===== src/logic/nebula_defs.svh =====
// Nebula user area constants
// Team count, pad width, SRAM size and the Wishbone slot map

`ifndef NEBULA_DEFS_SVH
`define NEBULA_DEFS_SVH

// Team slots built in the generate loop
`define NEBULA_NUM_TEAMS 3

// Caravel style pad count
`define NEBULA_GPIO_W 38

`define NEBULA_SRAM_DEPTH 256 // 32-bit words

// Slot field sits in adr[19:16]
`define NEBULA_SLOT_LSB 16
`define NEBULA_SLOT_W 4

`define NEBULA_SLOT_SRAM 0
`define NEBULA_SLOT_GPIO 1
`define NEBULA_SLOT_TEAM0 2 // Team k lives at this slot plus k

// Subordinates behind the decoder, SRAM and GPIO first
`define NEBULA_NUM_SUBS (`NEBULA_SLOT_TEAM0 + `NEBULA_NUM_TEAMS)

`endif

===== src/logic/nebula_pkg.sv =====
// Nebula shared types
// Bus and pad vectors, Wishbone and GPIO bundles, byte-lane merge

`default_nettype none

`include "nebula_defs.svh"

package nebula_pkg;

    typedef logic [31:0] word_t;
    typedef logic [31:0] addr_t;
    typedef logic [3:0] sel_t;
    typedef logic [`NEBULA_GPIO_W-1:0] pin_vec_t;
    typedef logic [1:0] team_idx_t; // 0 is no team, k is team k-1

    // Manager to subordinate
    typedef struct packed {
        logic  cyc;
        logic  stb;
        logic  we;
        sel_t  sel;
        addr_t adr;
        word_t dat;
    } wb_req_t;

    // Subordinate to manager
    typedef struct packed {
        logic  ack;
        word_t dat;
    } wb_rsp_t;

    typedef struct packed {
        pin_vec_t out;
        pin_vec_t oeb; // Active low enable
    } gpio_bus_t;

    // Replace the lanes of old_w picked by sel with new_w
    function automatic word_t byte_merge(input word_t old_w, input word_t new_w, input sel_t sel);
        word_t res;
        res = old_w;
        for (int b = 0; b < 4; b++) begin
            if (sel[b]) res[8*b +: 8] = new_w[8*b +: 8];
        end
        return res;
    endfunction

endpackage

`default_nettype wire


===== src/logic/wb_decoder.sv =====
// Wishbone address decoder
// Routes stb to one subordinate by slot field, muxes the response back

`default_nettype none

`include "nebula_defs.svh"

module wb_decoder (
    input  wire                 wb_clk_i,
    input  wire                 rst_i,
    input  nebula_pkg::wb_req_t req_i,
    output nebula_pkg::wb_rsp_t rsp_o,
    output nebula_pkg::wb_req_t sub_req_o [`NEBULA_NUM_SUBS],
    input  nebula_pkg::wb_rsp_t sub_rsp_i [`NEBULA_NUM_SUBS]
);

    localparam int SLOT_W = `NEBULA_SLOT_W;
    localparam int NUM_SUBS = `NEBULA_NUM_SUBS;

    logic [SLOT_W-1:0] slot;
    logic              miss;
    logic              miss_ack_q;

    assign slot = req_i.adr[`NEBULA_SLOT_LSB +: SLOT_W];
    assign miss = (slot >= SLOT_W'(NUM_SUBS)); // Past the last team

    // Everyone sees the bus, only the addressed one sees stb
    always_comb begin
        for (int i = 0; i < NUM_SUBS; i++) begin
            sub_req_o[i]     = req_i;
            sub_req_o[i].stb = req_i.stb & (slot == SLOT_W'(i));
        end
    end

    // Unmapped slots answer on their own so the bus never hangs
    always_ff @(posedge wb_clk_i) begin
        if (rst_i) begin
            miss_ack_q <= 1'b0;
        end else begin
            miss_ack_q <= req_i.cyc & req_i.stb & miss & ~miss_ack_q;
        end
    end

    // Response path, no register
    always_comb begin
        rsp_o.ack = miss_ack_q;
        rsp_o.dat = '0; // Zero data for a miss
        for (int i = 0; i < NUM_SUBS; i++) begin
            if (slot == SLOT_W'(i)) begin
                rsp_o = sub_rsp_i[i];
            end
        end
    end

endmodule

`default_nettype wire


===== config.mk =====
export PLATFORM = sky130hd
export DESIGN_NAME = wb_decoder
export DESIGN_NICKNAME = d
export VERILOG_FILES = /design/src/logic/nebula_pkg.sv /design/src/logic/wb_decoder.sv
export VERILOG_INCLUDE_DIRS = /design/src /design/src/logic
export SDC_FILE = /design/constraint.sdc
export NUM_CORES = 1
export LEC_CHECK = 0
export BUFFER_PORTS_ARGS = -buffer_cell sky130_fd_sc_hd__buf_4
export CORE_AREA = 2 2 243 245
export CTS_CLUSTER_DIAMETER = 60
export DETAILED_ROUTE_END_ITERATION = 12
export DIE_AREA = 0 0 245 247
export GPL_ROUTABILITY_DRIVEN = 1
export PLACE_DENSITY = 0.32
export SYNTH_ARGS = -nofsm -noshare
export SYNTH_HDL_FRONTEND = slang
export SYNTH_SLANG_ARGS = --single-unit

===== constraint.sdc =====
create_clock -name wb_clk_i -period 2.3 [get_ports wb_clk_i]
set_input_delay 0.23 -clock wb_clk_i [delete_from_list [all_inputs] [get_ports wb_clk_i]]
set_output_delay 0.23 -clock wb_clk_i [all_outputs]
set_load 0.03 [all_outputs]

* After elaboration in Yosys (flattened, before gate mapping) *
Index checks and enable logic that the tools add are counted.

operators by class
  $lt $le $gt $ge = 1
  eq/ne operators = 4
  multiplexer cells = 5
  bitwise operators = 9
  reductions and logical operators = 1

operators by type and width
  kind                number
  $mux 33             5
  $and 1x1->1         8
  $eq 4x2->1 const B  2
  $eq 4x1->1 const B  1
  $eq 4x3->1 const B  1
  $ge 4x3->1 const B  1
  $logic_not 4->1     1
  $not 1->1           1

word-level totals
  flip-flop bits (word level) = 1
  input port bits = 238
  output and inout port bits = 388
  logic and storage cells = 21

* Longest topological paths before layout *
  depth after elaboration = 6
  depth in mapped cells = 7
  gate-level depth less buffers = 4

* Least setup slack after synthesis *
No wires, ideal clock.

  kind = input -> output
  from = input req_i[51] in the netlist's numbering
  to = output rsp_o[13] in the netlist's numbering
  arrival time = 1,434 ps
  required time = 2,070 ps
  path slack = 636 ps
  stages on the path = 6
  path buffers = 2
  cells stage by stage = buf_4 nor4b_4 clkbuf_1 nand2_1 o21ai_0 a22o_1

RTL lines
  what             RTL line          text
  start, declared  wb_decoder.sv:11  input nebula_pkg::wb_req_t req_i,
  end, declared    wb_decoder.sv:12  output nebula_pkg::wb_rsp_t rsp_o,

==> results.md <==
- Status: completed
- Logic pwr share: a little over nine tenths
- Peak fanout along the critical path: 12
- Clk_skew: 0 ns
- Pint: between 0.4 and 0.5 mW
- FF-to-FF Start: miss_ack_q$_SDFF_PP0_
- Die area: roughly 60000 sq um
- Top flop regs: miss_ack_q: 1 flops
- Row Count: 89
- First-pass GRT wire length: approximately 27000 microns
- Congestion Overflow GR: 0
- DP Wirelength: around 18000 microns
- Fmax: approximately 0.47 GHz
- Mapped Cells: 635
- Switch share: approximately half
- Crit-path max cell delay: 0.63 ns
- Slowest-stage cell, CP: o21ai_0
- Post-CTS Resized: 0
- Seq/Total Area, Yosys: 0.451%
- Crit path DAT: 1.89 ns
- VDD IR max: about 58 uV
- Post-layout net count: around 750
- WHS Endpoint: miss_ack_q$_SDFF_PP0_
- CP Data Required Time: between 2 and 2.5 ns
- Port buffer count: 235
- HP Class: input port to flip-flop
- Clock network fraction of design power: 0%
- Share of cells above drive strength 1: between 50% and 60%
- P_leak: between 1.5 and 2 nW
- Post-DP Area: ~4500 sq um
- # diodes: 0
- Worst Max-Slew Pin Slew: approximately 0.71 ns
- Max FFs per register: 1
- Top Ports: 626
- Post-synth net total: around 870
- Max Transition Viols Final: 0
- Critical path's most frequent cell: buf_4
- Pin count of the biggest net entering global routing: 24
- Via count: ~3400
- Worst Setup End Kind: primary output
- Area Growth Syn to Fin: 1.95%
- Worst setup SP type: input port
- Die Height: ~250 microns
- Initial antenna violation count: 3
- Yosys warning count: 0
- Synth Cell Area: about 4400 sq um
- Syn Area/Cell: ~7.0 sq um
- Worst hold start: rst_i
- NetSw: between 0.4 and 0.5 mW
- Placer congestion estimate: around 0.86
- Min Clock Period, post-route: 2.12 ns
- Remaining antenna violation count: 0
- Yosys reg bits: 1
- Top reg by flops: miss_ack_q
- Vias/cell: 2.65
- Final setup violation count: 0
- Crit Path Class: input port to primary output
- Vias in the first global route: 3709
- RSZ-0062 raised after global routing: no
- Initial DRT Pass Iterations: 4
- Crit path buf inv count: 2
- Design area: approximately 4500 sq um
- Initial Util: about 7.6%
- Register share of total power: between 2 and 2.5%
- Slew Limit Headroom: a little over half
- WL/cell: approximately 16 microns
- Core Region: between 50000 and 60000 sq um
- Period utilisation layout: between 90% and 100%
- DRC: 0
- Die width: roughly 250 microns
- Tot GR Track Use: 6.34%
- Top cell family by delay on the critical path: compound AO/OA/AOI/OAI gates
- TNS Setup: 0 ns
- Power Density: approximately 190 nW/um^2
- Fin. Hold Viols: 0
- Hold-fix buffers, CTS: 0
- Clock-pin slew of the registers on the worst-case setup and hold paths: 0 ns
- Hold path depth: 2
- R2r setup slk: approximately 1.6 ns
- R2R cell count: 1
- Routed wire length: ~21000 microns
- Count of cell types in the netlist: 30
- Setup bufs post-CTS: 0
- CP cell instances: buf_4, or2_2, o21ai_0, a22o_1, buf_4
- RR Endpoint: miss_ack_q$_SDFF_PP0_
- Max-cap violations: 0
- Insertion delay to the later sink of the worst-skew pair: 0 ns
- 1st-iter DRT viols: 87
-- metal layers --
metal  vias up  GRT usage, %  share of wire (%)
met1      1473          5.56                 30
met4         4          4.59                7.6
met3       136          1.43                8.5
met2       296          12.6                 53
li1       1485             -                  -
met5         -             0               0.11
-- layout by cell type, fill, tap and decap left out, drive strengths merged --
master / n
buf: 256
nand2: 68
o21ai: 65
nor2b: 33
o22ai: 32
a22o: 32
nor2: 5
or2: 2
and2: 2
o22a: 2
or3b: 1
inv: 1
nand3b: 1
nand2b: 1
nor4b: 1
nor3: 1
o221ai: 1
o2111ai: 1
nand3: 1
a2111oi: 1
dfxtp: 1
-- Yosys cell counts (all sizes together) --
| cell | instances | area [sq um] |
|---|---|---|
| and2 | 2 | 12.5 |
| or3b | 1 | 8.76 |
| o2111ai | 1 | 8.76 |
| nand2 | 68 | 255 |
| dfxtp | 1 | 20.0 |
| nand2b | 1 | 6.26 |
| nor4b | 1 | 23.8 |
| nand3 | 1 | 5.00 |
| a2111oi | 1 | 8.76 |
| nor2 | 5 | 35.0 |
| o221ai | 1 | 8.76 |
| nor3 | 1 | 5.00 |
| o22ai | 32 | 200 |
| buf | 367 | 2800 |
| clkbuf | 16 | 71.3 |
| o21ai | 65 | 438 |
| nor2b | 33 | 206 |
| or2 | 2 | 12.5 |
| nand3b | 1 | 7.51 |
| a22o | 32 | 280 |
| o22a | 2 | 17.5 |
| inv | 1 | 3.75 |
-- power by group through the flow --
stage               Sequential [mW]  Combinational [mW]  Clock (mW)
global placement             0.0192               0.860           0
floorplan                    0.0185                1.46           0
detailed placement           0.0192               0.860           0
global route                 0.0193               0.899           0
finish                       0.0195               0.842           0
CTS                          0.0192               0.862           0
-- cell families (layout without fill, tap and decap cells) --
kind of cell    count (synthesis)  count (layout)  share of synthesized area, %
compound gates                134             134                          21.7
buf+inv                       384             257                          64.8
flops                           1               1                         0.451
simple gates                  116             116                          13.0
-- layout make-up --
| class | count | area, sq um |
|---|---|---|
| Multi-Input combinational cell | 250 | 1550 |
| Inverter | 1 | 3.75 |
| Sequential cell | 1 | 20.0 |
| Tap cell | 773 | 967 |
| Timing Repair Buffer | 256 | 1980 |
| Fill cell | 6907 | 53700 |
-- worst max-delay path by stage --
stage / cells after the start / slack, ns / endpoint / from
5_1_grt: 8 / 0.20 / rsp_o[1] / req_i[49]
6_report: 5 / 0.18 / rsp_o[30] / req_i[51]
4_1_cts: 5 / 0.27 / rsp_o[30] / req_i[51]
2_1_floorplan: 6 / 0.64 / rsp_o[13] / req_i[51]
3_5_place_dp: 5 / 0.28 / rsp_o[30] / req_i[51]
3_3_place_gp: 8 / 0.26 / rsp_o[1] / req_i[49]
-- per-stage QoR --
stage / setup slack, ns / power, mW / util (%) / hold WS (ns) / instances
final: 0.177 / 0.861 / 7.76 / 0.412 / 1281
after global routing: 0.203 / 0.918 / 7.76 / 0.420 / 1281
after CTS: 0.272 / 0.881 / 7.76 / 0.412 / 1281
after detailed placement: 0.277 / 0.879 / 7.76 / 0.415 / 1281
after global placement: 0.259 / 0.880 / 7.76 / 0.411 / 1281
after floorplan: 0.636 / 1.48 / - / 0.319 / 635
(Power assumes the default switching activity.)
