## config.mk

```make
export PLATFORM = sky130hd
export DESIGN_NAME = team_slot
export DESIGN_NICKNAME = d
export VERILOG_FILES = /design/src/logic/nebula_pkg.sv /design/src/logic/team_slot.sv
export VERILOG_INCLUDE_DIRS = /design/src /design/src/logic
export SDC_FILE = /design/constraint.sdc
export NUM_CORES = 1
export LEC_CHECK = 0
export ABC_AREA = 1
export BUFFER_PORTS_ARGS = -buffer_cell sky130_fd_sc_hd__buf_2
export CAP_MARGIN = 20
export CORE_MARGIN = 4
export CORE_UTILIZATION = 30
export DETAILED_ROUTE_END_ITERATION = 12
export HOLD_SLACK_MARGIN = 0.05
export SLEW_MARGIN = 40
export SYNTH_ARGS = -nofsm -noshare
export SYNTH_HDL_FRONTEND = slang
export SYNTH_SLANG_ARGS = --single-unit
```

## constraint.sdc

```tcl
create_clock -name wb_clk_i -period 6.6 [get_ports wb_clk_i]
set_clock_uncertainty 0.2 [all_clocks]
set_input_delay 1.32 -clock wb_clk_i [delete_from_list [all_inputs] [get_ports wb_clk_i]]
set_output_delay 1.32 -clock wb_clk_i [all_outputs]
set_load 0.005 [all_outputs]
```

## src/logic/nebula_defs.svh

```systemverilog
// Nebula user area constants
// Team count, pad width, SRAM size and the Wishbone slot map

`ifndef NEBULA_DEFS_SVH
`define NEBULA_DEFS_SVH

// Team slots built in the generate loop
`define NEBULA_NUM_TEAMS 3

// Caravel style pad count
`define NEBULA_GPIO_W 38

`define NEBULA_SRAM_DEPTH 256 // 32-bit words

// Slot field sits in adr[19:16]
`define NEBULA_SLOT_LSB 16
`define NEBULA_SLOT_W 4

`define NEBULA_SLOT_SRAM 0
`define NEBULA_SLOT_GPIO 1
`define NEBULA_SLOT_TEAM0 2 // Team k lives at this slot plus k

// Subordinates behind the decoder, SRAM and GPIO first
`define NEBULA_NUM_SUBS (`NEBULA_SLOT_TEAM0 + `NEBULA_NUM_TEAMS)

`endif
```

## src/logic/nebula_pkg.sv

```systemverilog
// Nebula shared types
// Bus and pad vectors, Wishbone and GPIO bundles, byte-lane merge

`default_nettype none

`include "nebula_defs.svh"

package nebula_pkg;

    typedef logic [31:0] word_t;
    typedef logic [31:0] addr_t;
    typedef logic [3:0] sel_t;
    typedef logic [`NEBULA_GPIO_W-1:0] pin_vec_t;
    typedef logic [1:0] team_idx_t; // 0 is no team, k is team k-1

    // Manager to subordinate
    typedef struct packed {
        logic  cyc;
        logic  stb;
        logic  we;
        sel_t  sel;
        addr_t adr;
        word_t dat;
    } wb_req_t;

    // Subordinate to manager
    typedef struct packed {
        logic  ack;
        word_t dat;
    } wb_rsp_t;

    typedef struct packed {
        pin_vec_t out;
        pin_vec_t oeb; // Active low enable
    } gpio_bus_t;

    // Replace the lanes of old_w picked by sel with new_w
    function automatic word_t byte_merge(input word_t old_w, input word_t new_w, input sel_t sel);
        word_t res;
        res = old_w;
        for (int b = 0; b < 4; b++) begin
            if (sel[b]) res[8*b +: 8] = new_w[8*b +: 8];
        end
        return res;
    endfunction

endpackage

`default_nettype wire

```

## src/logic/team_slot.sv

```systemverilog
// Team register slot
// Pad output, output enable and input inversion registers on Wishbone

`default_nettype none

`include "nebula_defs.svh"

module team_slot (
    input  wire                  wb_clk_i,
    input  wire                  rst_i,
    input  nebula_pkg::wb_req_t  req_i,
    output nebula_pkg::wb_rsp_t  rsp_o,
    input  nebula_pkg::pin_vec_t pins_i,
    output nebula_pkg::gpio_bus_t gpio_o
);

    localparam int HI_W = `NEBULA_GPIO_W - 32;
    localparam int IDX_W = `NEBULA_SLOT_LSB - 2;

    // Word offsets
    localparam logic [IDX_W-1:0] REG_OUT    = IDX_W'(0);
    localparam logic [IDX_W-1:0] REG_OUT_HI = IDX_W'(1);
    localparam logic [IDX_W-1:0] REG_OEB    = IDX_W'(2);
    localparam logic [IDX_W-1:0] REG_OEB_HI = IDX_W'(3);
    localparam logic [IDX_W-1:0] REG_INV    = IDX_W'(4);
    localparam logic [IDX_W-1:0] REG_PINS   = IDX_W'(5);

    nebula_pkg::word_t out_q;
    logic [HI_W-1:0]   out_hi_q;
    nebula_pkg::word_t oeb_q;
    logic [HI_W-1:0]   oeb_hi_q;
    nebula_pkg::word_t inv_q;

    logic              ack_q;
    nebula_pkg::word_t rdata_q;
    logic              access;
    logic [IDX_W-1:0]  reg_idx;
    nebula_pkg::word_t cur_word; // Addressed register, zero padded
    nebula_pkg::word_t wr_word;

    assign access  = req_i.cyc & req_i.stb & ~ack_q;
    assign reg_idx = req_i.adr[`NEBULA_SLOT_LSB-1:2];

    always_comb begin
        case (reg_idx)
            REG_OUT:    cur_word = out_q;
            REG_OUT_HI: cur_word = {{(32-HI_W){1'b0}}, out_hi_q};
            REG_OEB:    cur_word = oeb_q;
            REG_OEB_HI: cur_word = {{(32-HI_W){1'b0}}, oeb_hi_q};
            REG_INV:    cur_word = inv_q;
            REG_PINS:   cur_word = pins_i[31:0];
            default:    cur_word = '0; // Unknown offset reads zero
        endcase
    end

    assign wr_word = nebula_pkg::byte_merge(cur_word, req_i.dat, req_i.sel);

    always_ff @(posedge wb_clk_i) begin
        if (rst_i) begin
            ack_q    <= 1'b0;
            out_q    <= '0;
            out_hi_q <= '0;
            oeb_q    <= '1; // Pads start as inputs
            oeb_hi_q <= '1;
            inv_q    <= '0;
        end else begin
            ack_q <= access;
            if (access && req_i.we) begin
                case (reg_idx)
                    REG_OUT:    out_q    <= wr_word;
                    REG_OUT_HI: out_hi_q <= wr_word[HI_W-1:0];
                    REG_OEB:    oeb_q    <= wr_word;
                    REG_OEB_HI: oeb_hi_q <= wr_word[HI_W-1:0];
                    REG_INV:    inv_q    <= wr_word;
                    default:    ; // PINS is read-only
                endcase
            end
        end
    end

    // Read data lines up with ack
    always_ff @(posedge wb_clk_i) begin
        if (access) rdata_q <= cur_word;
    end

    assign rsp_o.ack = ack_q;
    assign rsp_o.dat = rdata_q;

    // Inversion applies to the low 32 pads only
    assign gpio_o.out = {out_hi_q, out_q ^ (pins_i[31:0] & inv_q)};
    assign gpio_o.oeb = {oeb_hi_q, oeb_q};

endmodule

`default_nettype wire

```

Word level (Yosys, flattened, before mapping)
Cells that the tools add are included.

Equality and inequality tests: 5. Mux-type cells: 5. Bitwise gates (word level): 5. Reduce and logical (&&, ||, !) cells: 7.

Operators by type and width (count): case mux 32 bit (6 select lines) (1); bitwise AND 32 bit (1); 2-to-1 mux 8 bit (4); XOR 32 bit (1); equality test 14 x 2 -> 1 bit (second input constant) (2); equality test 14 x 3 -> 1 bit (second input constant) (2); equality test 14 x 1 -> 1 bit (second input constant) (1); zero test 14 bit (1); AND reduction 2 bit (5); bitwise AND 1 bit (2); logical AND 1 bit (1); inverter 1 bit (1).

Register bits after elaboration: 141. Bits of input ports: 111. Output and inout bits: 109. Logic and storage cells: 29.

Logic depth before layout (Yosys ltp)
Depth in word-level cells: 4. Mapped depth: 11. Mapped depth without buffers: 10.

Worst setup path before layout
No wires, ideal clock.

Path type: input -> register. Start: input req_i[69] (netlist name). End: register oeb_q[10]. Library setup time: 0.128 ns. Data arrival time: 4.860 ns. Required time: 6.272 ns. Setup slack: 1.412 ns. Stages: 8. Buffers on the path: 1. Cells stage by stage: inv_1 > nor3_1 > nand2_2 > inv_1 > nand3_2 > buf_2 > a21oi_1 > o21ai_1.

Word-level cells in the longest chain between the ends: 4.

RTL lines: from (decl) (RTL line team_slot.sv:11) `input nebula_pkg::wb_req_t req_i,`; bitwise AND 1 bit (2 in a row) (RTL line team_slot.sv:41) `assign access = req_i.cyc & req_i.stb & ~ack_q;`; net access (RTL line team_slot.sv:36) `logic access;`; logical AND 1 bit (RTL line team_slot.sv:68) `if (access && req_i.we) begin`; AND reduction 2 bit (no source line); to (signal assigned) (RTL line team_slot.sv:72) `REG_OEB: oeb_q <= wr_word;`; to (decl) (RTL line team_slot.sv:30) `nebula_pkg::word_t oeb_q;`.

The timed path passes the listed nets, and every way through them passes these cells. A chain may end at the register's enable or synchronous reset.

Worst setup path in the final report
Start: input req_i[41] (netlist name). End: register inv_q[27].

Word-level cells in the longest chain between the ends: 3. Elaborated cells on any way between the ends: 9. Classes of those cells: eq/ne: 5; mux: 2; reduce/logical: 2.

RTL lines: equality test 14 x 3 -> 1 bit (tied with other cells) (RTL line team_slot.sv:45) `case (reg_idx)`; case mux 32 bit (6 select lines) (RTL line team_slot.sv:45); 2-to-1 mux 8 bit (RTL line nebula_pkg.sv:42) `if (sel[b]) res[8*b +: 8] = new_w[8*b +: 8];`; to (signal assigned) (RTL line team_slot.sv:74) `REG_INV: inv_q <= wr_word;`; to (decl) (RTL line team_slot.sv:32) `nebula_pkg::word_t inv_q;`.

Several ways; a longest one is shown, not always the timed one.

==> metrics <==
Slew headroom=50.1%; clk_lat worst skew=0.41 ns; clock share of power=52.1%; Worst Path Required=6.74 ns; Worst Path Max Fanout=38; CTS Buffer Depth=2; status=completed; fin cells=1,341; Post-synth ARST share=0%; syn nets=996; CP Capture Type=register; pre-CTS setup slack=2.54 ns; maxcap violations=0; Final HPWL DP=14,300 µm; Placer Congestion=0.788; Flop pwr share=43.2%; sequential-to-total area share from yosys stat=46.2%; Slew @ Worst Pin=0.748 ns; Max VDD drop=0.149 mV; pin count of the biggest net entering global routing=78; Clock transition at path regs=0.06 ns; fmax=279 MHz; mean post-synth cell area=7.69 µm²; Rows=54; share of cells above drive strength 1=24.9%; Mapped Area=6810 µm²; final critical-path share of the clock period=54.3%; Core ar.=22,100 µm²; Main synth FF type=dfxtp_1; setup TNS=0 ns; Initial Util=30.8%; Leak=3.99 nW; Total Routing Usage GR=16.6%; RSZ-0062 raised after global routing=no; DR pass1 iterations=5; number of global-route vias before repair=6,201; post-layout min period=3.58 ns; Switching Share=22.1%; synthesized flop and latch total=141; Antenna Cells=0; filler cell count=2,271; I/O Buffers=195; Die Span X=159 µm; Routed WL=21,000 µm; EDFF count, synth=32; CP arrival=3.72 ns; Placed Cells=1,309; clk sink count=141; antenna viol nets, final=0; pwr/cell area=237 nW/µm²; clk root buf=clkbuf_16; Post-Synthesis Cells=885; Final Setup Violations=0; Setup crit start kind=input port; Post-CTS Setup Bufs=0; PostCTS Resize Cnt=0; Synth cell types=27; worst setup margin=3.02 ns; total number of vias=6,553; critical path class=input port to register; Top Ports=220; Inserted Clock Buffers=17; share of total power in combinational logic=4.6%; P&R area growth vs syn=27.4%; Slew Limit Fails=0; vias per cell=4.89; Avg WL per Cell=15.7 µm; min-delay worst type=register to register; Initial DRC Count=360; total grt overflow=0; initial antenna violation count=0; YS warnings=0; htree depth=4; CTS tree=done; DIE AREA=25,200 µm²; DRC Markers=0; Psw=0.454 mW; cts-stage hold buffer count=0; first-pass GRT wire length=33,000 µm; DIE HEIGHT=159 µm; Internal=1.60 mW; Layout Nets=1,159; Final Hold Fails=0
-- final timing paths --
| path | depth (start not counted) | to | startpoint | slack, ns |
|---|---|---|---|---|
| setup / recovery | 9 | inv_q[27] | req_i[41] | 3.02 |
| hold / removal | 1 | ack_q | ack_q | 0.28 |
| setup reg to reg | 7 | out_q[23] | ack_q | 3.75 |
| hold reg to reg | 1 | ack_q | ack_q | 0.28 |
-- cell usage in the layout (no fill, tap or decap), drive strengths merged --
| cell | n |
|---|---|
| nor4 | 1 |
| dfxtp | 109 |
| xnor2 | 32 |
| nand4 | 6 |
| nand3b | 6 |
| nor2 | 50 |
| buf | 207 |
| nor3 | 1 |
| a21oi | 108 |
| bufinv | 4 |
| edfxtp | 32 |
| nand3 | 150 |
| clkbuf | 20 |
| nand2 | 144 |
| clkinvlp | 1 |
| inv | 44 |
| or2 | 7 |
| o21ai | 134 |
| clkinv | 5 |
-- logic make-up (layout without fill, tap and decap cells) --
| group | count (synthesis) | after routing | synth area share [%] |
|---|---|---|---|
| AOI/OAI and AO/OA | 242 | 242 | 17.8 |
| buffers and inverters | 105 | 281 | 7.17 |
| and+or+nand+nor | 365 | 365 | 24.7 |
| DFF | 141 | 141 | 46.2 |
| xor gates and xnor gates | 32 | 32 | 4.12 |
-- power by group through the flow --
stage               logic [mW]  registers (mW)  clock network [mW]
finish                  0.0955           0.888                1.07
global route             0.105           0.888                1.13
floorplan               0.0433           0.908                   0
CTS                     0.0966           0.888                1.10
detailed placement      0.0966           0.907                   0
global placement        0.0954           0.907                   0
-- stage by stage --
| stage | power [mW] | util (%) | area [µm²] | hold WS [ns] |
|---|---|---|---|---|
| final | 2.05 | 39.2 | 8670 | 0.280 |
| after global routing | 2.13 | 39.2 | 8670 | 0.310 |
| after CTS | 2.08 | 39.2 | 8670 | 0.289 |
| after detailed placement | 1.00 | 36.3 | 8010 | 0.282 |
| after global placement | 1.00 | 35.7 | 7880 | 0.253 |
| after floorplan | 0.952 | - | 6810 | 0.222 |
-- worst max-delay path: stages --
cell	delay, ns
buf_2	0.09
nor2_1	0.09
nand2_1	0.26
nor2_4	0.55
nand2_1	0.17
nor2_4	0.48
buf_4	0.47
o21ai_0	0.13
a21oi_1	0.15
-- final cells by class --
class / count / area [µm²] / share of cell area (%)
repair buffers: 207 / 1150 / 13.3
clock buffers: 20 / 478 / 5.51
inverters: 42 / 160 / 1.85
well taps: 280 / 350 / 4.04
clock inverters: 12 / 181 / 2.09
flip-flops and latches: 141 / 3140 / 36.3
multi-input cells: 639 / 3200 / 36.9
-- registers in the layout (all words and copies together), names as in the netlist --
| register | flops |
|---|---|
| inv_q | 32 |
| rdata_q | 32 |
| oeb_hi_q | 6 |
| out_hi_q | 6 |
| out_q | 32 |
| ack_q | 1 |
| oeb_q | 32 |
-- cells in the mapped netlist, types with 6 or more instances --
| cell | number | share of area (%) |
|---|---|---|
| buf_1 | 7 | 0.39 |
| nand2_1 | 136 | 7.5 |
| or2_2 | 6 | 0.55 |
| nor2_1 | 43 | 2.4 |
| nand2_2 | 7 | 0.64 |
| buf_2 | 29 | 2.1 |
| edfxtp_1 | 32 | 14 |
| xnor2_1 | 32 | 4.1 |
| o21ai_0 | 71 | 5.2 |
| dfxtp_1 | 109 | 32 |
| inv_1 | 42 | 2.3 |
| o21ai_1 | 63 | 4.6 |
| a21oi_1 | 108 | 7.9 |
| nand3_1 | 149 | 11 |
| clkbuf_1 | 15 | 0.83 |
| nand4_1 | 6 | 0.55 |
| nand3b_1 | 6 | 0.66 |
| buf_4 | 7 | 0.77 |
-- metal layers --
metal	wire length, µm	track usage (%)	vias up
met5	0	0	-
met4	180	4.18	0
met3	1270	3.83	15
met2	10300	28.1	183
met1	9310	21.5	2999
li1	-	-	3356
Power figures use the tool's default switching activity.
