[config.mk]
export PLATFORM = sky130hd
export DESIGN_NAME = gpio_control
export DESIGN_NICKNAME = d
export VERILOG_FILES = /design/src/logic/nebula_pkg.sv /design/src/logic/gpio_control.sv
export VERILOG_INCLUDE_DIRS = /design/src /design/src/logic
export SDC_FILE = /design/constraint.sdc
export NUM_CORES = 1
export LEC_CHECK = 0
export ABC_CLOCK_PERIOD_IN_PS = 1600
export BUFFER_PORTS_ARGS = -buffer_cell sky130_fd_sc_hd__buf_2
export CORE_AREA = 2 2 161 163
export DETAILED_ROUTE_END_ITERATION = 8
export DIE_AREA = 0 0 163 165
export SLEW_MARGIN = 25
export SYNTH_ARGS = -nofsm -noshare
export SYNTH_HDL_FRONTEND = slang
export SYNTH_SLANG_ARGS = --single-unit
[constraint.sdc]
create_clock -name wb_clk_i -period 1.6 [get_ports wb_clk_i]
set_input_delay 0.24 -clock wb_clk_i [delete_from_list [all_inputs] [get_ports wb_clk_i]]
set_output_delay 0.24 -clock wb_clk_i [all_outputs]
set_load 0.02 [all_outputs]
[src/logic/nebula_defs.svh]
// Nebula user area constants
// Team count, pad width, SRAM size and the Wishbone slot map

`ifndef NEBULA_DEFS_SVH
`define NEBULA_DEFS_SVH

// Team slots built in the generate loop
`define NEBULA_NUM_TEAMS 3

// Caravel style pad count
`define NEBULA_GPIO_W 38

`define NEBULA_SRAM_DEPTH 256 // 32-bit words

// Slot field sits in adr[19:16]
`define NEBULA_SLOT_LSB 16
`define NEBULA_SLOT_W 4

`define NEBULA_SLOT_SRAM 0
`define NEBULA_SLOT_GPIO 1
`define NEBULA_SLOT_TEAM0 2 // Team k lives at this slot plus k

// Subordinates behind the decoder, SRAM and GPIO first
`define NEBULA_NUM_SUBS (`NEBULA_SLOT_TEAM0 + `NEBULA_NUM_TEAMS)

`endif
[src/logic/nebula_pkg.sv]
// Nebula shared types
// Bus and pad vectors, Wishbone and GPIO bundles, byte-lane merge

`default_nettype none

`include "nebula_defs.svh"

package nebula_pkg;

    typedef logic [31:0] word_t;
    typedef logic [31:0] addr_t;
    typedef logic [3:0] sel_t;
    typedef logic [`NEBULA_GPIO_W-1:0] pin_vec_t;
    typedef logic [1:0] team_idx_t; // 0 is no team, k is team k-1

    // Manager to subordinate
    typedef struct packed {
        logic  cyc;
        logic  stb;
        logic  we;
        sel_t  sel;
        addr_t adr;
        word_t dat;
    } wb_req_t;

    // Subordinate to manager
    typedef struct packed {
        logic  ack;
        word_t dat;
    } wb_rsp_t;

    typedef struct packed {
        pin_vec_t out;
        pin_vec_t oeb; // Active low enable
    } gpio_bus_t;

    // Replace the lanes of old_w picked by sel with new_w
    function automatic word_t byte_merge(input word_t old_w, input word_t new_w, input sel_t sel);
        word_t res;
        res = old_w;
        for (int b = 0; b < 4; b++) begin
            if (sel[b]) res[8*b +: 8] = new_w[8*b +: 8];
        end
        return res;
    endfunction

endpackage

`default_nettype wire

[src/logic/gpio_control.sv]
// GPIO control
// Select register picking which team drives the pads

`default_nettype none

`include "nebula_defs.svh"

module gpio_control (
    input  wire                   wb_clk_i,
    input  wire                   rst_i,
    input  nebula_pkg::wb_req_t   req_i,
    output nebula_pkg::wb_rsp_t   rsp_o,
    input  nebula_pkg::gpio_bus_t team_gpio_i [`NEBULA_NUM_TEAMS],
    output nebula_pkg::pin_vec_t  io_out_o,
    output nebula_pkg::pin_vec_t  io_oeb_o
);

    localparam int SEL_W = $bits(nebula_pkg::team_idx_t);

    nebula_pkg::team_idx_t sel_q;
    logic                  ack_q;
    nebula_pkg::word_t     rdata_q;
    logic                  access;
    logic                  hit; // Offset 0x0
    nebula_pkg::word_t     cur_word;
    nebula_pkg::word_t     wr_word;
    nebula_pkg::gpio_bus_t pads;

    assign access   = req_i.cyc & req_i.stb & ~ack_q;
    assign hit      = (req_i.adr[`NEBULA_SLOT_LSB-1:2] == '0);
    assign cur_word = hit ? {{(32-SEL_W){1'b0}}, sel_q} : '0;
    assign wr_word  = nebula_pkg::byte_merge(cur_word, req_i.dat, req_i.sel);

    always_ff @(posedge wb_clk_i) begin
        if (rst_i) begin
            ack_q <= 1'b0;
            sel_q <= '0; // No team on the pads
        end else begin
            ack_q <= access;
            if (access && req_i.we && hit) sel_q <= wr_word[SEL_W-1:0];
        end
    end

    always_ff @(posedge wb_clk_i) begin
        if (access) rdata_q <= cur_word;
    end

    assign rsp_o.ack = ack_q;
    assign rsp_o.dat = rdata_q;

    // Out-of-range select falls through to the idle default
    always_comb begin
        pads.out = '0;
        pads.oeb = '1;
        for (int k = 0; k < `NEBULA_NUM_TEAMS; k++) begin
            if (sel_q == SEL_W'(k + 1)) pads = team_gpio_i[k];
        end
    end

    assign io_out_o = pads.out;
    assign io_oeb_o = pads.oeb;

endmodule

`default_nettype wire

# Yosys cells after proc, flatten, opt, wreduce, memory -nomap -nowiden
# Index checks and enable logic that the tools add are counted.
# op_classes
n_bitwise	3
div_mod_pow	0
order_cmp	0
n_shift	0
n_eq_ne	3
mul	0
n_reduce_logical	3
mux	5
add_sub_neg	0
# op_table
op	n
two-way mux 76 bit	3
zero test 14 bit	1
equality test 2 bit (second input constant)	2
two-way mux 2 bit	2
AND 1 bit	2
equality test 2 x 1 -> 1 bit (second input constant)	1
logical AND 1 bit	2
inverter 1 bit	1
# word_totals
latchBits	0
romBits	0
ramBits	0
register_bits	35
output_inout_bits	109
elab_cells	17
memories	0

# Depth between registers and ports, before layout
# Gate-level depths: netlist of the first run.
# logic_depth
depth_word	4
depth_mapped	7

# Least setup slack after synthesis of the first run
# Ideal clock, no wire load.
# synth_path
path_type	register to output
startpoint	register sel_q[1]
endpoint	output port io_oeb_o[18]
path_stages_with_launch	7
arrival_time_ns	1.473
t_required_ns	1.360
setup_slack_ns	-0.113
path_buffers	2
cell_sequence	dfxtp_1 -> inv_1 -> nand2_1 -> clkbuf_1 -> clkbuf_1 -> nor2_1 -> a21oi_1
# synth_via
elab_chain_cells	4
# synth_lines
element	line_no	text
start: declaration	gpio_control.sv:20	nebula_pkg::team_idx_t sel_q;
start signal: assignment	gpio_control.sv:40	if (access && req_i.we && hit) sel_q <= wr_word[SEL_W-1:0];
equality test 2 x 1 -> 1 bit	gpio_control.sv:56	if (sel_q == SEL_W'(k + 1)) pads = team_gpio_i[k];
two-way mux 76 bit (2 in series)	gpio_control.sv:56	
two-way mux 76 bit (*)	gpio_control.sv:56	
end: declaration	gpio_control.sv:15	output nebula_pkg::pin_vec_t io_oeb_o
# Mark *: on every way between the ends. The rest lies on a longest branch, timed or not.

# Worst setup path in the final report of the first run
# layout_path
startpoint	register sel_q[0]
endpoint	output port io_out_o[25]
# layout_via
elab_chain_cells	4
# layout_lines
element	line_no	text
equality test 2 x 1 -> 1 bit	gpio_control.sv:56	
two-way mux 76 bit (2 in series)	gpio_control.sv:56	
two-way mux 76 bit (*)	gpio_control.sv:56	
end: declaration	gpio_control.sv:14	output nebula_pkg::pin_vec_t io_out_o,
# Marked as above.

==> impl_results.md, run 1 <==
- Status: finished, violations left
- Failing checks: negative setup slack
- Cells after Synth: 312
- CTS Hold Buffers Added: 0
- WS Path Type: register to output port
- DR iter-0 viols: 128
- Biggest cell delay along the critical path: 370 ps
- CP Max Fanout: 6
- Vias: about 3,400
- Met3 Track Usage GR: less than 1%
- First-pass GRT wire length: between 10 and 15 mm
- Unique masters post-synth: 18
- Fmax: 0.582 GHz
- Vias in the first global route: 2,891
- Worst skew pair latency: approximately 230 ps
- Met2 GRT Util: between 10% and 20%
- CP endpoint kind: output port
- Fin crit share: 107%
- Synth Register Bits: 5
- Chip Height: roughly 170 um
- Most common cell after layout, fill and taps aside: buf_2
- Layout Nets: about 950
- Sequential cell area fraction in the yosys report: under 10%
- Die area: about 27,000 um2
- Setup violators final: 71
- Peak supply drop: 0.378 mV
- Ys Warns: 0
- Startpoint Class: register
- Initial antenna violation count: 0
- Area growth from synthesis to layout: 136%
- Global route overflow: 0
- Fillers: roughly 2,800
- Min Tclk post-route: 1720 ps
- Mapped cell area: slightly above 2000 um2
- DR DRC count: 0
- Unrepaired setup endpoints after global routing: yes
- Worst-path clk slew: 30 ps
- Worst hold-check path type: input pin to register
- Worst hold slack: 221 ps
- Largest net degree at the start of global routing: 40
- Total track usage: just under 7%
- First drt pass iteration count: 4
- Largest area contributor in the netlist: mux2i_1
- CTS tree: yes
- IO Count: 410
- Slowest stage cell, crit path: dfxtp_4
- Leading post-synthesis cells by cell area: mux2i_1 39%, buf_4 12%, a21oi_1 9.5%
- WL per Instance: around 13 um
- Hpwl dp: roughly 9 mm
- MaxCap Viol Count: 0
- Root Buffer: clkbuf_16
- Most frequent cells in the layout: 296 x buf_2, 52 x mux2i_1, 42 x nor2_1
- Die span in x: 163 um
- Core Area: 25,000 um2
- GPL Wtd Cong: 0.772
- Area post-placement: roughly 4000 um2
- Req. time, crit path: 1360 ps
- Buf/Inv on CP: 3
- CTS Sinks: 5
- Row Count: 58
- Diode count: 0
- Htree depth: 1
- Met1 Usage GRT: 8.58%
- Gr busiest metal: met2
- Final worst setup slack: -117 ps
- Critical Path AT: 1480 ps
- Delay-heaviest family, CP: buffers and inverters
- Skew final: 0.312 ps
- P per Cell Area: 221 nW/um2
- TritonCTS buffer count: 3
- Routed Antenna Nets: 0
- Fraction of layout instances using a drive strength above 1: 65.6%
- Port Buffers: approximately 330
- Final hold violation count: 0
- WL final: roughly 12 mm
- Power Total: 1050 uW
- CTS max path bufs: 2
- Vias per Instance: 3.49
- P_leak: 0.00218 uW
- Post-synth top area share: around two fifths
- Starting density of the core: 8.04%
- Crit path cell chain: buf_4 > clkbuf_16 > mux2i_1 > o21ai_0 > buf_2
- Design area: between 4000 and 5000 um2
- Pins Over Slew Limit: 0
- Mean Syn Cell Area: 6.45 um2
==> metal layers <==
metal / up-vias / wire length [um] / part of all wire (%)
met2: 178 / 6480 / 53
met1: 1535 / 4990 / 41
li1: 1682 / - / -
met5: - / 0 / 0
met3: 5 / 800 / 6.5
met4: 0 / 50 / 0.41
==> sequential cells by signal (all words and copies together), names as in the netlist <==
name / cells
ack_q: 1
rdata_q: 2
sel_q: 2
==> logic make-up (layout without fill, tap and decap cells) <==
kind of cell    Yosys count  after routing  synth area share [%]
buf+inv                  58            360                  17.2
compound gates           76             76                  18.9
simple gates             94             94                  19.0
other cells               1             30                 0.186
flops                     5              5                  5.97
mux                      78             78                  38.8
==> what timing repair did <==
action	4_1_cts	5_1_grt
endpoints found under the setup margin	73	76
buffers inserted	1	5
hold endpoints to repair	0	0
gates resized for setup	14	82
gates cloned	1	7
pin swaps	0	17
==> cell type report <==
cell class | count | area (um2) | area share, %
timing repair buffer | 354 | 2150 | 45.2
multi-input combinational | 278 | 1980 | 41.6
tap | 330 | 413 | 8.68
sequential | 5 | 128 | 2.68
clock buffer | 4 | 78.8 | 1.66
inverter | 2 | 7.51 | 0.158
==> metrics by stage <==
| step | instances | utilization, % | setup slack (ps) | TNS, ps |
|---|---|---|---|---|
| after global placement | 956 | 16.4 | 25.3 | 0 |
| after CTS | 962 | 17.1 | -107 | -4770 |
| after detailed placement | 956 | 16.4 | -43.4 | -78.7 |
| final | 973 | 19.0 | -117 | -2930 |
| after global routing | 973 | 19.0 | -188 | -7990 |
| after floorplan | 341 | - | 34.8 | 0 |
==> path summary, 6_finish.rpt <==
kind         slack, ps  cells after the start      endpoint     start
max               -120                      5  io_out_o[25]  sel_q[0]
min                220                      2         ack_q     rst_i
max reg2reg        470                      2      sel_q[1]     ack_q
min reg2reg        480                      1         ack_q     ack_q
==> cells in the mapped netlist <==
master and count:
nor4_1 3, dfxtp_1 3, buf_4 31, buf_2 9, mux2i_1 78, conb_1 1
buf_1 2, nand2_1 41, o21ai_0 38, edfxtp_1 2, or4_4 1, a21oi_1 38
nand4_1 1, nor2_1 43, clkbuf_1 14, nand2b_1 4, nor3_1 1, inv_1 2
==> where the power goes <==
group | leakage (uW) | internal, uW | switching [uW] | total (uW)
Clock | 0.0000382 | 330 | 80.6 | 411
Sequential | 0.0000446 | 133 | 1.43 | 134
Combinational | 0.00210 | 278 | 229 | 507
(Power assumes the default switching activity.)
==> run 2: changes to the inputs <==
Settings changed: PLACE_DENSITY set to 0.35.
==> run 2 against run 1 <==
Net effect:
- the flow still finishes with violations (negative setup slack)
- combinational power decreased by 4%
- die area did not move
- non-clock buffer count grew 14
- power shrank 1.7%
- worst hold slack improved by 19 ps
- global-route usage increased by 0.82 points
- clock power is essentially flat
- critical path depth unchanged
- worst setup slack worse by 25 ps
- sequential share of layout area down 0.17 points
- register-to-register slack barely moved
- critical path type unchanged
==> impl_results.md, run 2 (synthesis gave the netlist of run 1 again) <==
- Die area: 26,900 um2 (unchanged)
- Root Buffer: clkbuf_16
- Final hold violation count: 0 (unchanged)
- IO Count: 410 (unchanged)
- MaxCap Viol Count: 0 (unchanged)
- Most frequent cells in the layout: 283 x buf_2, 61 x mux2i_1, 47 x buf_4
- Combinational share of power: 47.2% (-1.0 points)
- Hpwl dp: 9.68 mm (+8.3%)
- Buf/Inv on CP: 3 (unchanged)
- P per Cell Area: 208 nW/um2 (-6.0%)
- GPL Wtd Cong: 0.783 (+1.4%)
- CTS Sinks: 5 (unchanged)
- Worst skew pair latency: 230 ps (about the same)
- Vias per Instance: 3.40 (-2.7%)
- Vias: 3,357 (-1.3%)
- Layout Cells excl Fill: 987 (+1.4%)
- Die span in x: 163 um (unchanged)
- Fmax: 0.574 GHz (-1.4%)
- Initial antenna violation count: 1 (+1)
- CP Max Fanout: 13 (+7)
- Min Tclk post-route: 1740 ps (+25.0 ps)
- Global route overflow: 0 (unchanged)
- DR DRC count: 0 (unchanged)
- Crit path cell chain: buf_12 > buf_4 > mux2i_2 > a21oi_2 > buf_2
- Skew final: 1.20 ps (+0.889 ps)
- Sw Ratio: 29.2% (-0.33 points)
- Fin crit share: 109% (+1.6 points)
- NetSw: 302 uW (-2.8%)
- Area growth from synthesis to layout: 147%
- Diode count: 0 (unchanged)
- Chip Height: 165 um (unchanged)
- Layout Nets: 959 (+1.5%)
- Peak supply drop: 0.314 mV (-17%)
- Pins Over Slew Limit: 0 (unchanged)
- Unrepaired setup endpoints after global routing: yes
- Final worst setup slack: -142 ps (-25.0 ps)
- Startpoint Class: register
- Worst-path clk slew: 30 ps (about the same)
- CP endpoint kind: output port
- WS Path Type: register to output port
- Internal power: 732 uW (-1.2%)
- Placed insts: 960 (+0.42%)
- Vias in the first global route: 2,835 (-1.9%)
- Most common cell after layout, fill and taps aside: buf_2
- Register share of total power: 13.1% (+0.4 points)
- Worst hold-check path type: input pin to register
- Clock power frac: 39.7% (+0.7 points)
- Port Buffers: 328 (unchanged)
- Status: finished, violations left
- Core Area: 25,000 um2 (unchanged)
- Critical Path AT: 1500 ps (+20 ps)
- Routed Antenna Nets: 0 (unchanged)
- CTS max path bufs: 2 (unchanged)
- FF-to-FF Start: ack_q
- First-pass GRT wire length: 16.2 mm (+9.9%)
- First drt pass iteration count: 4 (unchanged)
- Fraction of layout instances using a drive strength above 1: 67.4% (+1.8 points)
- Design area: 4980 um2 (+4.6%)
- Area post-placement: 4190 um2 (+1.6%)
- Starting density of the core: 8.04% (unchanged)
- TritonCTS buffer count: 3 (unchanged)
- Delay-heaviest family, CP: buffers and inverters
- Htree depth: 1 (unchanged)
- WL final: 14.0 mm (+13%)
- Hold Path Origin: rst_i
- CTS Hold Buffers Added: 0 (unchanged)
- Setup violators final: 75 (+5.6%)
- P_leak: 0.00227 uW (+4.1%)
- Total track usage: 7.60% (+0.82 points)
- DR iter-0 viols: 135 (+5.5%)
- CTS tree: yes
- Largest net degree at the start of global routing: 40 (unchanged)
- Biggest cell delay along the critical path: 420 ps (+50 ps)
- Req. time, crit path: 1360 ps (about the same)
- WL per Instance: 14.1 um (+12%)
- Worst setup path startpoint: sel_q[0]
- Slowest stage cell, crit path: dfxtp_4
- Row Count: 58 (unchanged)
- Failing checks: negative setup slack
- Top flop regs: rdata_q (2), sel_q (2), ack_q (1)
run 2: changes by cell type in the layout (fill, tap and decap cells not counted), moves of 8 or more:
cell / previous run / this run
o21ai_2: 0 / 8
buf_4: 30 / 47
mux2i_1: 52 / 61
buf_2: 296 / 283
o21ai_0: 38 / 12
nand2_1: 38 / 29
nand2_2: 3 / 11
o21ai_1: 0 / 18
run 2: worst paths after layout:
path              depth (start not counted)  slack, ps            to
setup / recovery                          5       -140  io_oeb_o[31]
hold reg to reg                           1        480         ack_q
setup reg to reg                          2        470      sel_q[1]
hold / removal                            2        240         ack_q
run 2: cell type report:
cell class / count / area [um2]
fill: 2842 / 20100
timing repair buffer: 368 / 2400
clock buffer: 4 / 78.8
multi-input combinational: 278 / 1950
inverter: 2 / 10.0
sequential: 5 / 125
tap: 330 / 413
run 2: metal layers:
metal / share of wire [%] / vias up / GRT usage (%) / wire length (um)
li1: - / 1723 / - / -
met1: 42 / 1442 / 9.91 / 5930
met2: 50 / 176 / 13.7 / 6990
met3: 6.6 / 14 / 0.904 / 927
met4: 0.74 / 2 / 1.13 / 103
met5: 0.086 / - / 0 / 12
run 2: what timing repair did:
item / in CTS / in global routing
setup buffers: 0 / 12
endpoints found under the setup margin: 76 / 76
resized for setup: 43 / 95
pin swaps: 0 / 2
gates cloned: 0 / 11
run 2: stage by stage:
stage               worst slack, ps  power, uW  hold WS, ps  TNS [ps]  utilization [%]
floorplan                      34.8        332          317         0                -
global placement              -48.1        585          471     -84.3             16.7
detailed placement            -53.4        587          469     -99.2             16.7
CTS                            -151       1010          235     -5700             17.4
global route                   -195       1100          253    -11400             19.9
finish                         -142       1030          240     -6290             19.9
run 2: worst register-to-register path: cells and delay by family (launching register included):
family / cells / cell delay (ps)
DFF: 1 / 320
muxes: 1 / 130
and+or+nand+nor: 1 / 560
run 2: power groups by stage:
stage	combinational [uW]	clock (uW)	sequential (uW)
CTS	457	415	136
floorplan	190	0	142
detailed placement	449	0	138
finish	488	411	136
global route	537	427	136
global placement	447	0	137
